## config.mk

```make
export PLATFORM = sky130hd
export DESIGN_NAME = osd_trace_unit
export DESIGN_NICKNAME = d
export VERILOG_FILES = /design/src/verilog/dii_pkg.sv /design/src/verilog/trace_pkg.sv /design/src/verilog/osd_trace_packetization.sv /design/src/verilog/osd_trace_unit.sv /design/src/verilog/stream_fifo.sv /design/src/verilog/trace_cfg_apb.sv /design/src/verilog/trace_overflow_tracker.sv
export VERILOG_INCLUDE_DIRS = /design/src /design/src/verilog
export SDC_FILE = /design/constraint.sdc
export NUM_CORES = 1
export LEC_CHECK = 0
export BUFFER_PORTS_ARGS = -buffer_cell sky130_fd_sc_hd__buf_2
export CORE_MARGIN = 1.5
export CORE_UTILIZATION = 60
export DETAILED_ROUTE_END_ITERATION = 6
export PLACE_DENSITY = 0.87
export SYNTH_ARGS = -nofsm -noshare
export SYNTH_HDL_FRONTEND = slang
export SYNTH_SLANG_ARGS = --single-unit
```

## constraint.sdc

```tcl
create_clock -name clk -period 4.9 [get_ports clk]
set_input_delay 0.735 -clock clk [delete_from_list [all_inputs] [get_ports clk]]
set_output_delay 0.735 -clock clk [all_outputs]
set_load 0.1 [all_outputs]
```

## src/verilog/trace_consts.svh

```systemverilog
`ifndef TRACE_CONSTS_SVH
`define TRACE_CONSTS_SVH

`define TRACE_WIDTH 32
`define EVT_FIFO_DEPTH 4
`define FLIT_FIFO_DEPTH 2

`define DROP_CNT_MAX 10'd1023

`define REG_ID 4'h0
`define REG_CTRL 4'h4
`define REG_DEST 4'h8
`define REG_DROPPED 4'hC

`endif

```

## src/verilog/dii_pkg.sv

```systemverilog
package dii_pkg;

   typedef struct packed {
      logic        valid;
      logic        last;
      logic [15:0] data;
   } dii_flit;

   typedef struct packed {
      logic        psel;
      logic        penable;
      logic        pwrite;
      logic [3:0]  paddr;
      logic [31:0] pwdata;
   } apb_req_t;

   typedef struct packed {
      logic [31:0] prdata;
      logic        pready;
      logic        pslverr;
   } apb_rsp_t;

endpackage

```

## src/verilog/trace_pkg.sv

```systemverilog
`include "trace_consts.svh"

package trace_pkg;

   // a record is either a trace event or a report of dropped events.
   typedef struct packed {
      logic                    overflow;
      logic [`TRACE_WIDTH-1:0] data;
   } trace_rec_t;

   typedef struct packed {
      logic [9:0]  id;
      logic [15:0] dest;
      logic        enable;
   } trace_cfg_t;

endpackage
```

## src/verilog/osd_trace_packetization.sv

```systemverilog
`timescale 1ns/100ps

module osd_trace_packetization
   import dii_pkg::*;
#(
   parameter int WIDTH = 32
) (
   input  logic             clk,
   input  logic             rst,
   input  logic [9:0]       id,
   input  logic [15:0]      dest,
   input  logic [WIDTH-1:0] trace_data,
   input  logic             trace_overflow,
   input  logic             trace_valid,
   output logic             trace_ready,
   output dii_flit          debug_out,
   input  logic             debug_out_ready
);

   localparam int NUM_FLITS = (WIDTH + 15) / 16;
   localparam int CNT_W = (NUM_FLITS > 1) ? $clog2(NUM_FLITS) : 1;

   typedef enum logic [1:0] {
      IDLE,
      SOURCE,
      STATUS,
      EVENT
   } state_t;

   state_t state;
   state_t nxt_state;
   logic [CNT_W-1:0] counter;
   logic [CNT_W-1:0] nxt_counter;
   logic [NUM_FLITS*16-1:0] padded;

   always_ff @(posedge clk) begin
      if (rst) begin
         state <= IDLE;
         counter <= '0;
      end else begin
         state <= nxt_state;
         counter <= nxt_counter;
      end
   end

   always_comb begin
      padded = '0;
      padded[WIDTH-1:0] = trace_data; // upper bits of the final flit stay zero.
      trace_ready = 1'b0;
      debug_out.valid = 1'b0;
      debug_out.last = 1'b0;
      debug_out.data = 16'h0;
      nxt_state = state;
      nxt_counter = counter;
      case (state)
         IDLE: begin
            debug_out.data = dest;
            if (trace_valid) begin
               debug_out.valid = 1'b1;
               if (debug_out_ready) begin
                  nxt_state = SOURCE;
               end
            end
         end
         SOURCE: begin
            debug_out.valid = 1'b1;
            debug_out.data = {2'h2, 2'h0, trace_overflow, 1'b0, id}; // trace event class.
            nxt_counter = '0;
            if (debug_out_ready) begin
               nxt_state = trace_overflow ? STATUS : EVENT;
            end
         end
         STATUS: begin
            debug_out.valid = 1'b1;
            debug_out.last = 1'b1;
            debug_out.data = {1'b1, 5'h0, trace_data[9:0]};
            if (debug_out_ready) begin
               trace_ready = 1'b1;
               nxt_state = IDLE;
            end
         end
         EVENT: begin
            debug_out.valid = 1'b1;
            debug_out.data = padded[int'(counter)*16 +: 16];
            if (int'(counter) < NUM_FLITS - 1) begin
               if (debug_out_ready) begin
                  nxt_counter = counter + 1'b1;
               end
            end else begin
               debug_out.last = 1'b1;
               if (debug_out_ready) begin
                  trace_ready = 1'b1;
                  nxt_state = IDLE;
               end
            end
         end
         default: nxt_state = IDLE;
      endcase
   end

endmodule

```

## src/verilog/osd_trace_unit.sv

```systemverilog
`timescale 1ns/100ps
`include "trace_consts.svh"

module osd_trace_unit
   import dii_pkg::*;
   import trace_pkg::*;
(
   input  logic                    clk,
   input  logic                    rst,
   input  apb_req_t                apb_in,
   output apb_rsp_t                apb_out,
   input  logic [`TRACE_WIDTH-1:0] trace_data,
   input  logic                    trace_valid,
   output dii_flit                 debug_out,
   input  logic                    debug_out_ready
);

   trace_cfg_t cfg;
   logic       drop_inc;
   trace_rec_t rec;
   logic       rec_valid;
   logic       rec_ready;
   trace_rec_t evt_head;
   logic       evt_valid;
   logic       evt_pop;
   dii_flit    pkt_flit;
   logic       pkt_ready;
   dii_flit    flit_head;
   logic       flit_valid;

   trace_cfg_apb u_cfg (
      .clk(clk), .rst(rst), .apb_in(apb_in), .apb_out(apb_out),
      .drop_inc(drop_inc), .cfg(cfg)
   );

   trace_overflow_tracker u_tracker (
      .clk(clk), .rst(rst), .enable(cfg.enable),
      .trace_data(trace_data), .trace_valid(trace_valid),
      .rec(rec), .rec_valid(rec_valid), .rec_ready(rec_ready), .drop_inc(drop_inc)
   );

   stream_fifo #(.T(trace_rec_t), .DEPTH(`EVT_FIFO_DEPTH)) u_evt_fifo (
      .clk(clk), .rst(rst), .in_data(rec), .in_valid(rec_valid), .in_ready(rec_ready),
      .out_data(evt_head), .out_valid(evt_valid), .out_ready(evt_pop)
   );

   osd_trace_packetization #(.WIDTH(`TRACE_WIDTH)) u_packetizer (
      .clk(clk), .rst(rst), .id(cfg.id), .dest(cfg.dest),
      .trace_data(evt_head.data), .trace_overflow(evt_head.overflow),
      .trace_valid(evt_valid), .trace_ready(evt_pop),
      .debug_out(pkt_flit), .debug_out_ready(pkt_ready)
   );

   stream_fifo #(.T(dii_flit), .DEPTH(`FLIT_FIFO_DEPTH)) u_flit_fifo (
      .clk(clk), .rst(rst), .in_data(pkt_flit), .in_valid(pkt_flit.valid),
      .in_ready(pkt_ready), .out_data(flit_head), .out_valid(flit_valid),
      .out_ready(debug_out_ready)
   );

   // the stored valid bit is always set, so the queue's own valid replaces it.
   assign debug_out.valid = flit_valid;
   assign debug_out.last = flit_head.last;
   assign debug_out.data = flit_head.data;

endmodule

```

## src/verilog/stream_fifo.sv

```systemverilog
`timescale 1ns/100ps

module stream_fifo #(
   parameter type T = logic [7:0],
   parameter int DEPTH = 4
) (
   input  logic clk,
   input  logic rst,
   input  T     in_data,
   input  logic in_valid,
   output logic in_ready,
   output T     out_data,
   output logic out_valid,
   input  logic out_ready
);

   localparam int PTR_W = (DEPTH > 1) ? $clog2(DEPTH) : 1;
   localparam int CNT_W = $clog2(DEPTH + 1);

   T mem [DEPTH];
   logic [PTR_W-1:0] wr_ptr;
   logic [PTR_W-1:0] rd_ptr;
   logic [CNT_W-1:0] count;
   logic push;
   logic pop;

   assign in_ready = (count < CNT_W'(DEPTH));
   assign out_valid = (count != '0);
   assign out_data = mem[rd_ptr];
   assign push = in_valid & in_ready;
   assign pop = out_valid & out_ready;

   always_ff @(posedge clk) begin
      if (push) begin
         mem[wr_ptr] <= in_data;
      end
   end

   always_ff @(posedge clk) begin
      if (rst) begin
         wr_ptr <= '0;
         rd_ptr <= '0;
         count <= '0;
      end else begin
         if (push) begin
            wr_ptr <= (wr_ptr == PTR_W'(DEPTH - 1)) ? '0 : wr_ptr + 1'b1;
         end
         if (pop) begin
            rd_ptr <= (rd_ptr == PTR_W'(DEPTH - 1)) ? '0 : rd_ptr + 1'b1;
         end
         count <= count + CNT_W'(push) - CNT_W'(pop);
      end
   end

endmodule

```

## src/verilog/trace_cfg_apb.sv

```systemverilog
`timescale 1ns/100ps
`include "trace_consts.svh"

module trace_cfg_apb
   import dii_pkg::*;
   import trace_pkg::*;
(
   input  logic       clk,
   input  logic       rst,
   input  apb_req_t   apb_in,
   output apb_rsp_t   apb_out,
   input  logic       drop_inc,
   output trace_cfg_t cfg
);

   logic [9:0]  id_q;
   logic [15:0] dest_q;
   logic        enable_q;
   logic [15:0] drop_total;
   logic        access;
   logic        mapped;
   logic        wr_ok;
   logic [31:0] rd_data;

   assign access = apb_in.psel & apb_in.penable;

   always_comb begin
      mapped = 1'b1;
      rd_data = 32'h0;
      case (apb_in.paddr)
         `REG_ID: rd_data = {22'h0, id_q};
         `REG_CTRL: rd_data = {31'h0, enable_q};
         `REG_DEST: rd_data = {16'h0, dest_q};
         `REG_DROPPED: rd_data = {16'h0, drop_total};
         default: mapped = 1'b0; // unaligned offsets fall here too.
      endcase
   end

   // the drop total is read only.
   assign wr_ok = mapped & (apb_in.paddr != `REG_DROPPED);

   assign apb_out.prdata = rd_data;
   assign apb_out.pready = 1'b1;
   assign apb_out.pslverr = access & (~mapped | (apb_in.pwrite & ~wr_ok));

   always_ff @(posedge clk) begin
      if (rst) begin
         id_q <= '0;
         dest_q <= '0;
         enable_q <= 1'b0;
      end else if (access & apb_in.pwrite & wr_ok) begin
         case (apb_in.paddr)
            `REG_ID: id_q <= apb_in.pwdata[9:0];
            `REG_CTRL: enable_q <= apb_in.pwdata[0];
            `REG_DEST: dest_q <= apb_in.pwdata[15:0];
            default: ;
         endcase
      end
   end

   always_ff @(posedge clk) begin
      if (rst) begin
         drop_total <= '0;
      end else if (drop_inc && drop_total != 16'hFFFF) begin
         drop_total <= drop_total + 1'b1; // saturates at the top.
      end
   end

   assign cfg.id = id_q;
   assign cfg.dest = dest_q;
   assign cfg.enable = enable_q;

endmodule

```

## src/verilog/trace_overflow_tracker.sv

```systemverilog
`timescale 1ns/100ps
`include "trace_consts.svh"

module trace_overflow_tracker
   import trace_pkg::*;
(
   input  logic                    clk,
   input  logic                    rst,
   input  logic                    enable,
   input  logic [`TRACE_WIDTH-1:0] trace_data,
   input  logic                    trace_valid,
   output trace_rec_t              rec,
   output logic                    rec_valid,
   input  logic                    rec_ready,
   output logic                    drop_inc
);

   logic [9:0] drop_cnt;
   logic [9:0] nxt_drop_cnt;
   logic       offered;
   logic       pending;

   assign offered = trace_valid & enable;
   assign pending = (drop_cnt != '0);

   always_comb begin
      rec.overflow = pending;
      rec.data = pending ? `TRACE_WIDTH'(drop_cnt) : trace_data;
      rec_valid = rec_ready & (offered | pending); // only offered when the queue has room.
      drop_inc = 1'b0;
      nxt_drop_cnt = drop_cnt;
      if (offered) begin
         if (!rec_ready) begin
            drop_inc = 1'b1;
            if (drop_cnt != `DROP_CNT_MAX) begin
               nxt_drop_cnt = drop_cnt + 1'b1;
            end
         end else if (pending) begin
            drop_inc = 1'b1; // the event yields to the overflow record.
            nxt_drop_cnt = 10'd1;
         end
      end else if (pending && rec_ready) begin
         nxt_drop_cnt = '0;
      end
   end

   always_ff @(posedge clk) begin
      if (rst) begin
         drop_cnt <= '0;
      end else begin
         drop_cnt <= nxt_drop_cnt;
      end
   end

endmodule

```

* Word-level counts from Yosys, hierarchy flattened
Memory sizes are Yosys's and may differ from the RTL's. A register that Yosys moved wholly into a read port is not among the register bits.
Index checks and enable logic that the tools add are counted.
** Operators by class
- Add/sub/neg operators :: 11
- $mul :: 0
- Div/mod/pow operators :: 0
- $lt $le $gt $ge :: 3
- Eq/ne operators :: 19
- Shift operators :: 1
- Multiplexer cells :: 41
- Bitwise logic cells :: 16
- Reduce and logical (&&, ||, !) cells :: 17
** Operator list (number)
- $pmux 16 s4 :: 2
- $mux 10 :: 5
- $mux 32 :: 1
- $shiftx 32x6->16 :: 1
- $mux 1 :: 19
- $mux 2 :: 9
- $add 16x1->16 const B :: 1
- $ne 16x16->1 const B :: 1
- $and 1x1->1 :: 12
- $add 10x1->10 const B :: 1
- $ne 10x10->1 const B :: 1
- $reduce_bool 10->1 :: 1
- $eq 2x2->1 const B :: 4
- $eq 4x4->1 const B :: 2
- $ne 2x1->1 const B :: 4
- $pmux 1 s2 :: 4
- $pmux 2 s4 :: 1
- $reduce_and 2->1 :: 3
- $reduce_and 3->1 :: 2
- $reduce_bool 2->1 :: 3
- $add 2x1->2 const B :: 2
- $eq 4x3->1 const B :: 1
- $logic_not 4->1 :: 1
- $ne 2x2->1 const B :: 2
- other kinds (20) :: 25
** Word-level totals
- Register bits :: 67
- Bits in latches :: 0
- Memory bits (writable) :: 168
- ROM bits :: 0
- Input bits :: 75
- Output and inout port bits :: 52
- Logic and storage cells :: 123
- Memories kept :: 2
** Memories
- u_evt_fifo.mem :: depth 4, width 33, rd ports 1, clocked after memory_dff 1, write ports 1, RTL line stream_fifo.sv:20 : T mem [DEPTH];
- u_flit_fifo.mem :: depth 2, width 18, rd ports 1, clocked after memory_dff 1, write ports 1, RTL line stream_fifo.sv:20

* Depth between registers and ports, before layout
- Word-level depth :: 8
- Mapped depth :: 11
- Mapped depth without buffers :: 10

* Hierarchy
From an unflattened synthesis, not the netlist that was laid out.
** Second synthesis, totals
- Cells, all modules :: 793
- Area total of the unflattened synthesis :: 10764.1 µm²
** Modules (own cells, without submodules)
- stream_fifo at u_evt_fifo :: times used 1, cells an instance 221, area each 5282.6 µm², sequential area each 4144.0 µm²
- trace_cfg_apb :: times used 1, cells an instance 268, area each 2313.5 µm², sequential area each 860.8 µm²
- stream_fifo at u_flit_fifo :: times used 1, cells an instance 83, area each 1591.5 µm², sequential area each 1181.1 µm²
- trace_overflow_tracker :: times used 1, cells an instance 135, area each 947.2 µm², sequential area each 200.2 µm²
- osd_trace_packetization :: times used 1, cells an instance 85, area each 621.8 µm², sequential area each 60.1 µm²
- osd_trace_unit :: times used 1, cells an instance 1, area each 7.5 µm², sequential area each 0.0 µm²

* Worst setup path after synthesis
No wires, ideal clock.
- Kind :: input port to output port
- From :: input port apb_in[34] (netlist name)
- To :: output port apb_out[0] (netlist name)
- Arrival :: 2787 ps
- Path slack :: 1378 ps
- Stages :: 4
- Buffers on the path :: 2
- Cells stage by stage :: buf_2 > buf_2 > nand3_1 > a21oi_1
** RTL lines
- start: declaration :: RTL line osd_trace_unit.sv:10 : input apb_req_t apb_in,
- end: declaration :: RTL line osd_trace_unit.sv:11 : output apb_rsp_t apb_out,

==> flow_metrics.tcl <==
set metrics [dict create \
    status "complete, no violations" \
    first_global_vias 6506 \
    hold_viol 0 \
    syn_avg_cell_area_um2 13.73 \
    swShare_pct 32.50 \
    fillers 1179 \
    routed_wl_um 23040 \
    dp.final_hpwl_um 15250 \
    p_per_area_mw_per_mm2 461.4 \
    die_h_um 136.1 \
    root_buffer "clkbuf_16" \
    die_w_um 136.1 \
    synthArstFlopShare_pct 0 \
    firstDrtPassIters 5 \
    ir_worst_vdd_uv 606.5 \
    dp_cells 1057 \
    cts-resized-gates 0 \
    drtAntennaViolNets 0 \
    synth_simple_gate_area_share_pct 10.89 \
    ys_warn_count 0 \
    tightest_slew_ns 0.8320 \
    grt_pass1_wl_um 35140 \
    startpoint "apb_in[34]" \
    cap_violations 0 \
    rsz0062_at_grt "no" \
    p_seq_share_pct 42.9 \
    regToRegSetupSlack_ns 2.11 \
    power_frac_comb_pct 22.1 \
    cts_tree "done" \
    synth.distinct_cells 69 \
    grt_remaining_overflow 0 \
    synthTopCellsByCount "166 x edfxtp_1, 72 x nor2_1, 70 x dfxtp_1, 46 x mux2i_1" \
    io_pins 127 \
    antenna_found_initial 1 \
    fin_worst_skew_ns 0.01504 \
    yosysTopAreaCell "edfxtp_1" \
    drv_slew 0 \
    setup_tns_ns 0 \
    num_vias 6730 \
    critPathArrivalTime_ns 2.46 \
    synth_top_family_by_area "multiplexers" \
    finalSetupViolCount 0 \
    end_kind "output port" \
    critPathMaxFanout 20 \
    cpMaxStageDelayCell "nor2_1" \
    path_cells "buf_2, nor2_1, a22oi_1, nor2_1, buf_2" \
    cts_buffer_depth 3 \
    gp_congestion 0.8593 \
    synth_most_common_cell "edfxtp_1" \
    syn2layout_area_growth_pct 12.93 \
    cts.clk_slew.worst_paths_ns 0.06 \
    ys.flop_type "edfxtp_1" \
    synth_edf_count 166 \
    startpoint_type "input port" \
    max_clock_freq_ghz 0.3132 \
    route.detailed.drc 0 \
    p_int_mw 3.737 \
    muxShareOfSynthArea_pct 15.64 \
    synthesis.area_mm2 0.01063 \
    synth_compound_area_share_pct 7.006 \
    synth_top_area_share_pct 46.91 \
    slowest_delay_ns 0.62 \
    die_area_mm2 0.01852 \
    ys_seq_area_share_pct 60.10 \
    r2r-end "u_evt_fifo.count[2]" \
    numPortBuffers 93 \
    rows 48 \
    initial_core_util_pct 61.44 \
    synthTopCellsByArea "edfxtp_1 47%, dfxtp_1 13%, mux4_2 7.2%, mux2i_1 4.3%, mux2_2 3.0%" \
    synthAdderAreaFrac_pct 1.601 \
    final_nets 946 \
    core_mm2 0.01730 \
    drive_above_1_share_pct 26.63 \
    path_class "in -> out" \
    postCtsSetupBuffers 0 \
    finalCriticalPeriod_ns 3.193 \
    vias_per_cell 6.113 \
    cts.htree.levels 1 \
    synth_xor_area_share_pct 0.6594 \
    clkPwrFrac_pct 35.0 \
    syn-instance-count 774 \
    final_cell_count_no_fill 1101 \
    timing.final.crit_share_pct 65.17 \
    wl_per_cell_um 20.93 \
    hp-class "in -> reg" \
    drt_first_iter_violations 592 \
    p_leak_nw 4.401 \
    rr_startpoint "u_packetizer.state[1]" \
    multi_input_comb_area_mm2 0.003867 \
    regArea_mm2 0.006389 \
    cts.sinks 236 \
    holdBufCountCts 0 \
    cts_buffers 24 \
    power_switching_mw 1.799 \
    grt_max_degree 62 \
    ys_seq_elements 236 \
    required_ns 4.16 \
    grt_usage_pct 25.08 \
    crit_path_end "apb_out[3]" \
    relSlewSlack_pct 44.54 \
    clk_latency_ns 0.53 \
    worst-r2r-cell-count 10 \
]
[cell usage in the layout, fill, tap and decap left out, drive strengths merged, types with 7 or more instances in the layout]
cell,instances
a211oi,7
a21oi,20
a22oi,9
and2,32
buf,103
clkbuf,28
clkinv,8
conb,17
dfxtp,70
edfxtp,166
ha,12
inv,19
mux2,37
mux2i,46
mux4,34
nand2,34
nand3,17
nand4,7
nor2,73
nor2b,15
nor3,10
nor4,8
o21ai,9
o22ai,22
xnor2,7
[worst max-delay path, delay by kind of cell]
family,cells,cell delay [ns]
buf+inv,2,0.69
simple gates,2,0.75
compound gates,1,0.27
[how the worst min path moves through the flow]
| stage | start | to | slack (ns) | cells after the start |
|---|---|---|---|---|
| after global placement | u_flit_fifo.rd_ptr | flip-flop | 0.49 | 2 |
| after floorplan | u_cfg.drop_total[1] | u_cfg.drop_total[1] | 0.46 | 2 |
| after detailed placement | u_cfg.drop_total[1] | u_cfg.drop_total[1] | 0.51 | 2 |
| after CTS | apb_in[15] | u_cfg.dest_q[15] | 0.44 | 3 |
| final | apb_in[15] | u_cfg.dest_q[15] | 0.46 | 3 |
| after global routing | apb_in[10] | u_cfg.dest_q[10] | 0.45 | 3 |
[routing by layer]
metal  global-route usage (%)  wire, um  vias to the layer above
met5                        0         0                        -
met3                    3.803      1570                       52
met1                    33.73      9824                     3302
met4                    9.811       758                        0
li1                         -         -                     3063
met2                    41.36     10890                      313
[state kept, by name, indices dropped and copies added, names as in the netlist, named ones only]
name	cells
u_cfg.dest_q	16
u_cfg.drop_total	16
u_cfg.enable_q	1
u_cfg.id_q	10
u_evt_fifo.count	3
u_evt_fifo.mem	132
u_evt_fifo.rd_ptr	2
u_evt_fifo.wr_ptr	2
u_flit_fifo.count	2
u_flit_fifo.mem	34
u_flit_fifo.rd_ptr	1
u_flit_fifo.wr_ptr	1
u_packetizer.counter	1
u_packetizer.state	2
u_tracker.drop_cnt	10
[logic make-up after synthesis]
kind of cell | count (synthesis)
and+or+nand+nor | 219
other | 2
buffers and inverters | 80
AOI/OAI and AO/OA | 99
muxes | 117
DFF | 236
adders and majority gates | 13
xor gates and xnor gates | 8
[layout make-up]
class / count / area share, %
clock buffer: 28 / 5.213
sequential: 236 / 53.24
multi-input combinational: 473 / 32.23
inverter: 20 / 0.6256
antenna: 1 / 0.02085
tap: 225 / 2.346
clock inverter: 15 / 1.825
timing repair buffer: 103 / 4.504
[power groups by stage]
| stage | registers [mW] | clock network, mW | logic, mW |
|---|---|---|---|
| 3_5_place_dp | 2.41 | 0 | 1.20 |
| 5_1_grt | 2.38 | 2.05 | 1.27 |
| 2_1_floorplan | 2.35 | 0 | 1.06 |
| 6_report | 2.37 | 1.94 | 1.22 |
| 3_3_place_gp | 2.41 | 0 | 1.19 |
| 4_1_cts | 2.37 | 1.97 | 1.22 |
[stage by stage]
step	utilization, %	area [um2]	hold WS [ns]	worst slack (ns)	power, mW
after global placement	64.48	11150	0.4927	1.783	3.593
final	69.38	12000	0.4561	1.707	5.537
after detailed placement	64.48	11150	0.5057	1.715	3.618
after floorplan	-	10680	0.4564	1.378	3.406
after global routing	69.36	12000	0.4519	1.554	5.702
after CTS	69.36	12000	0.4401	1.711	5.560
Note: power is estimated with default switching activity, not from simulation.
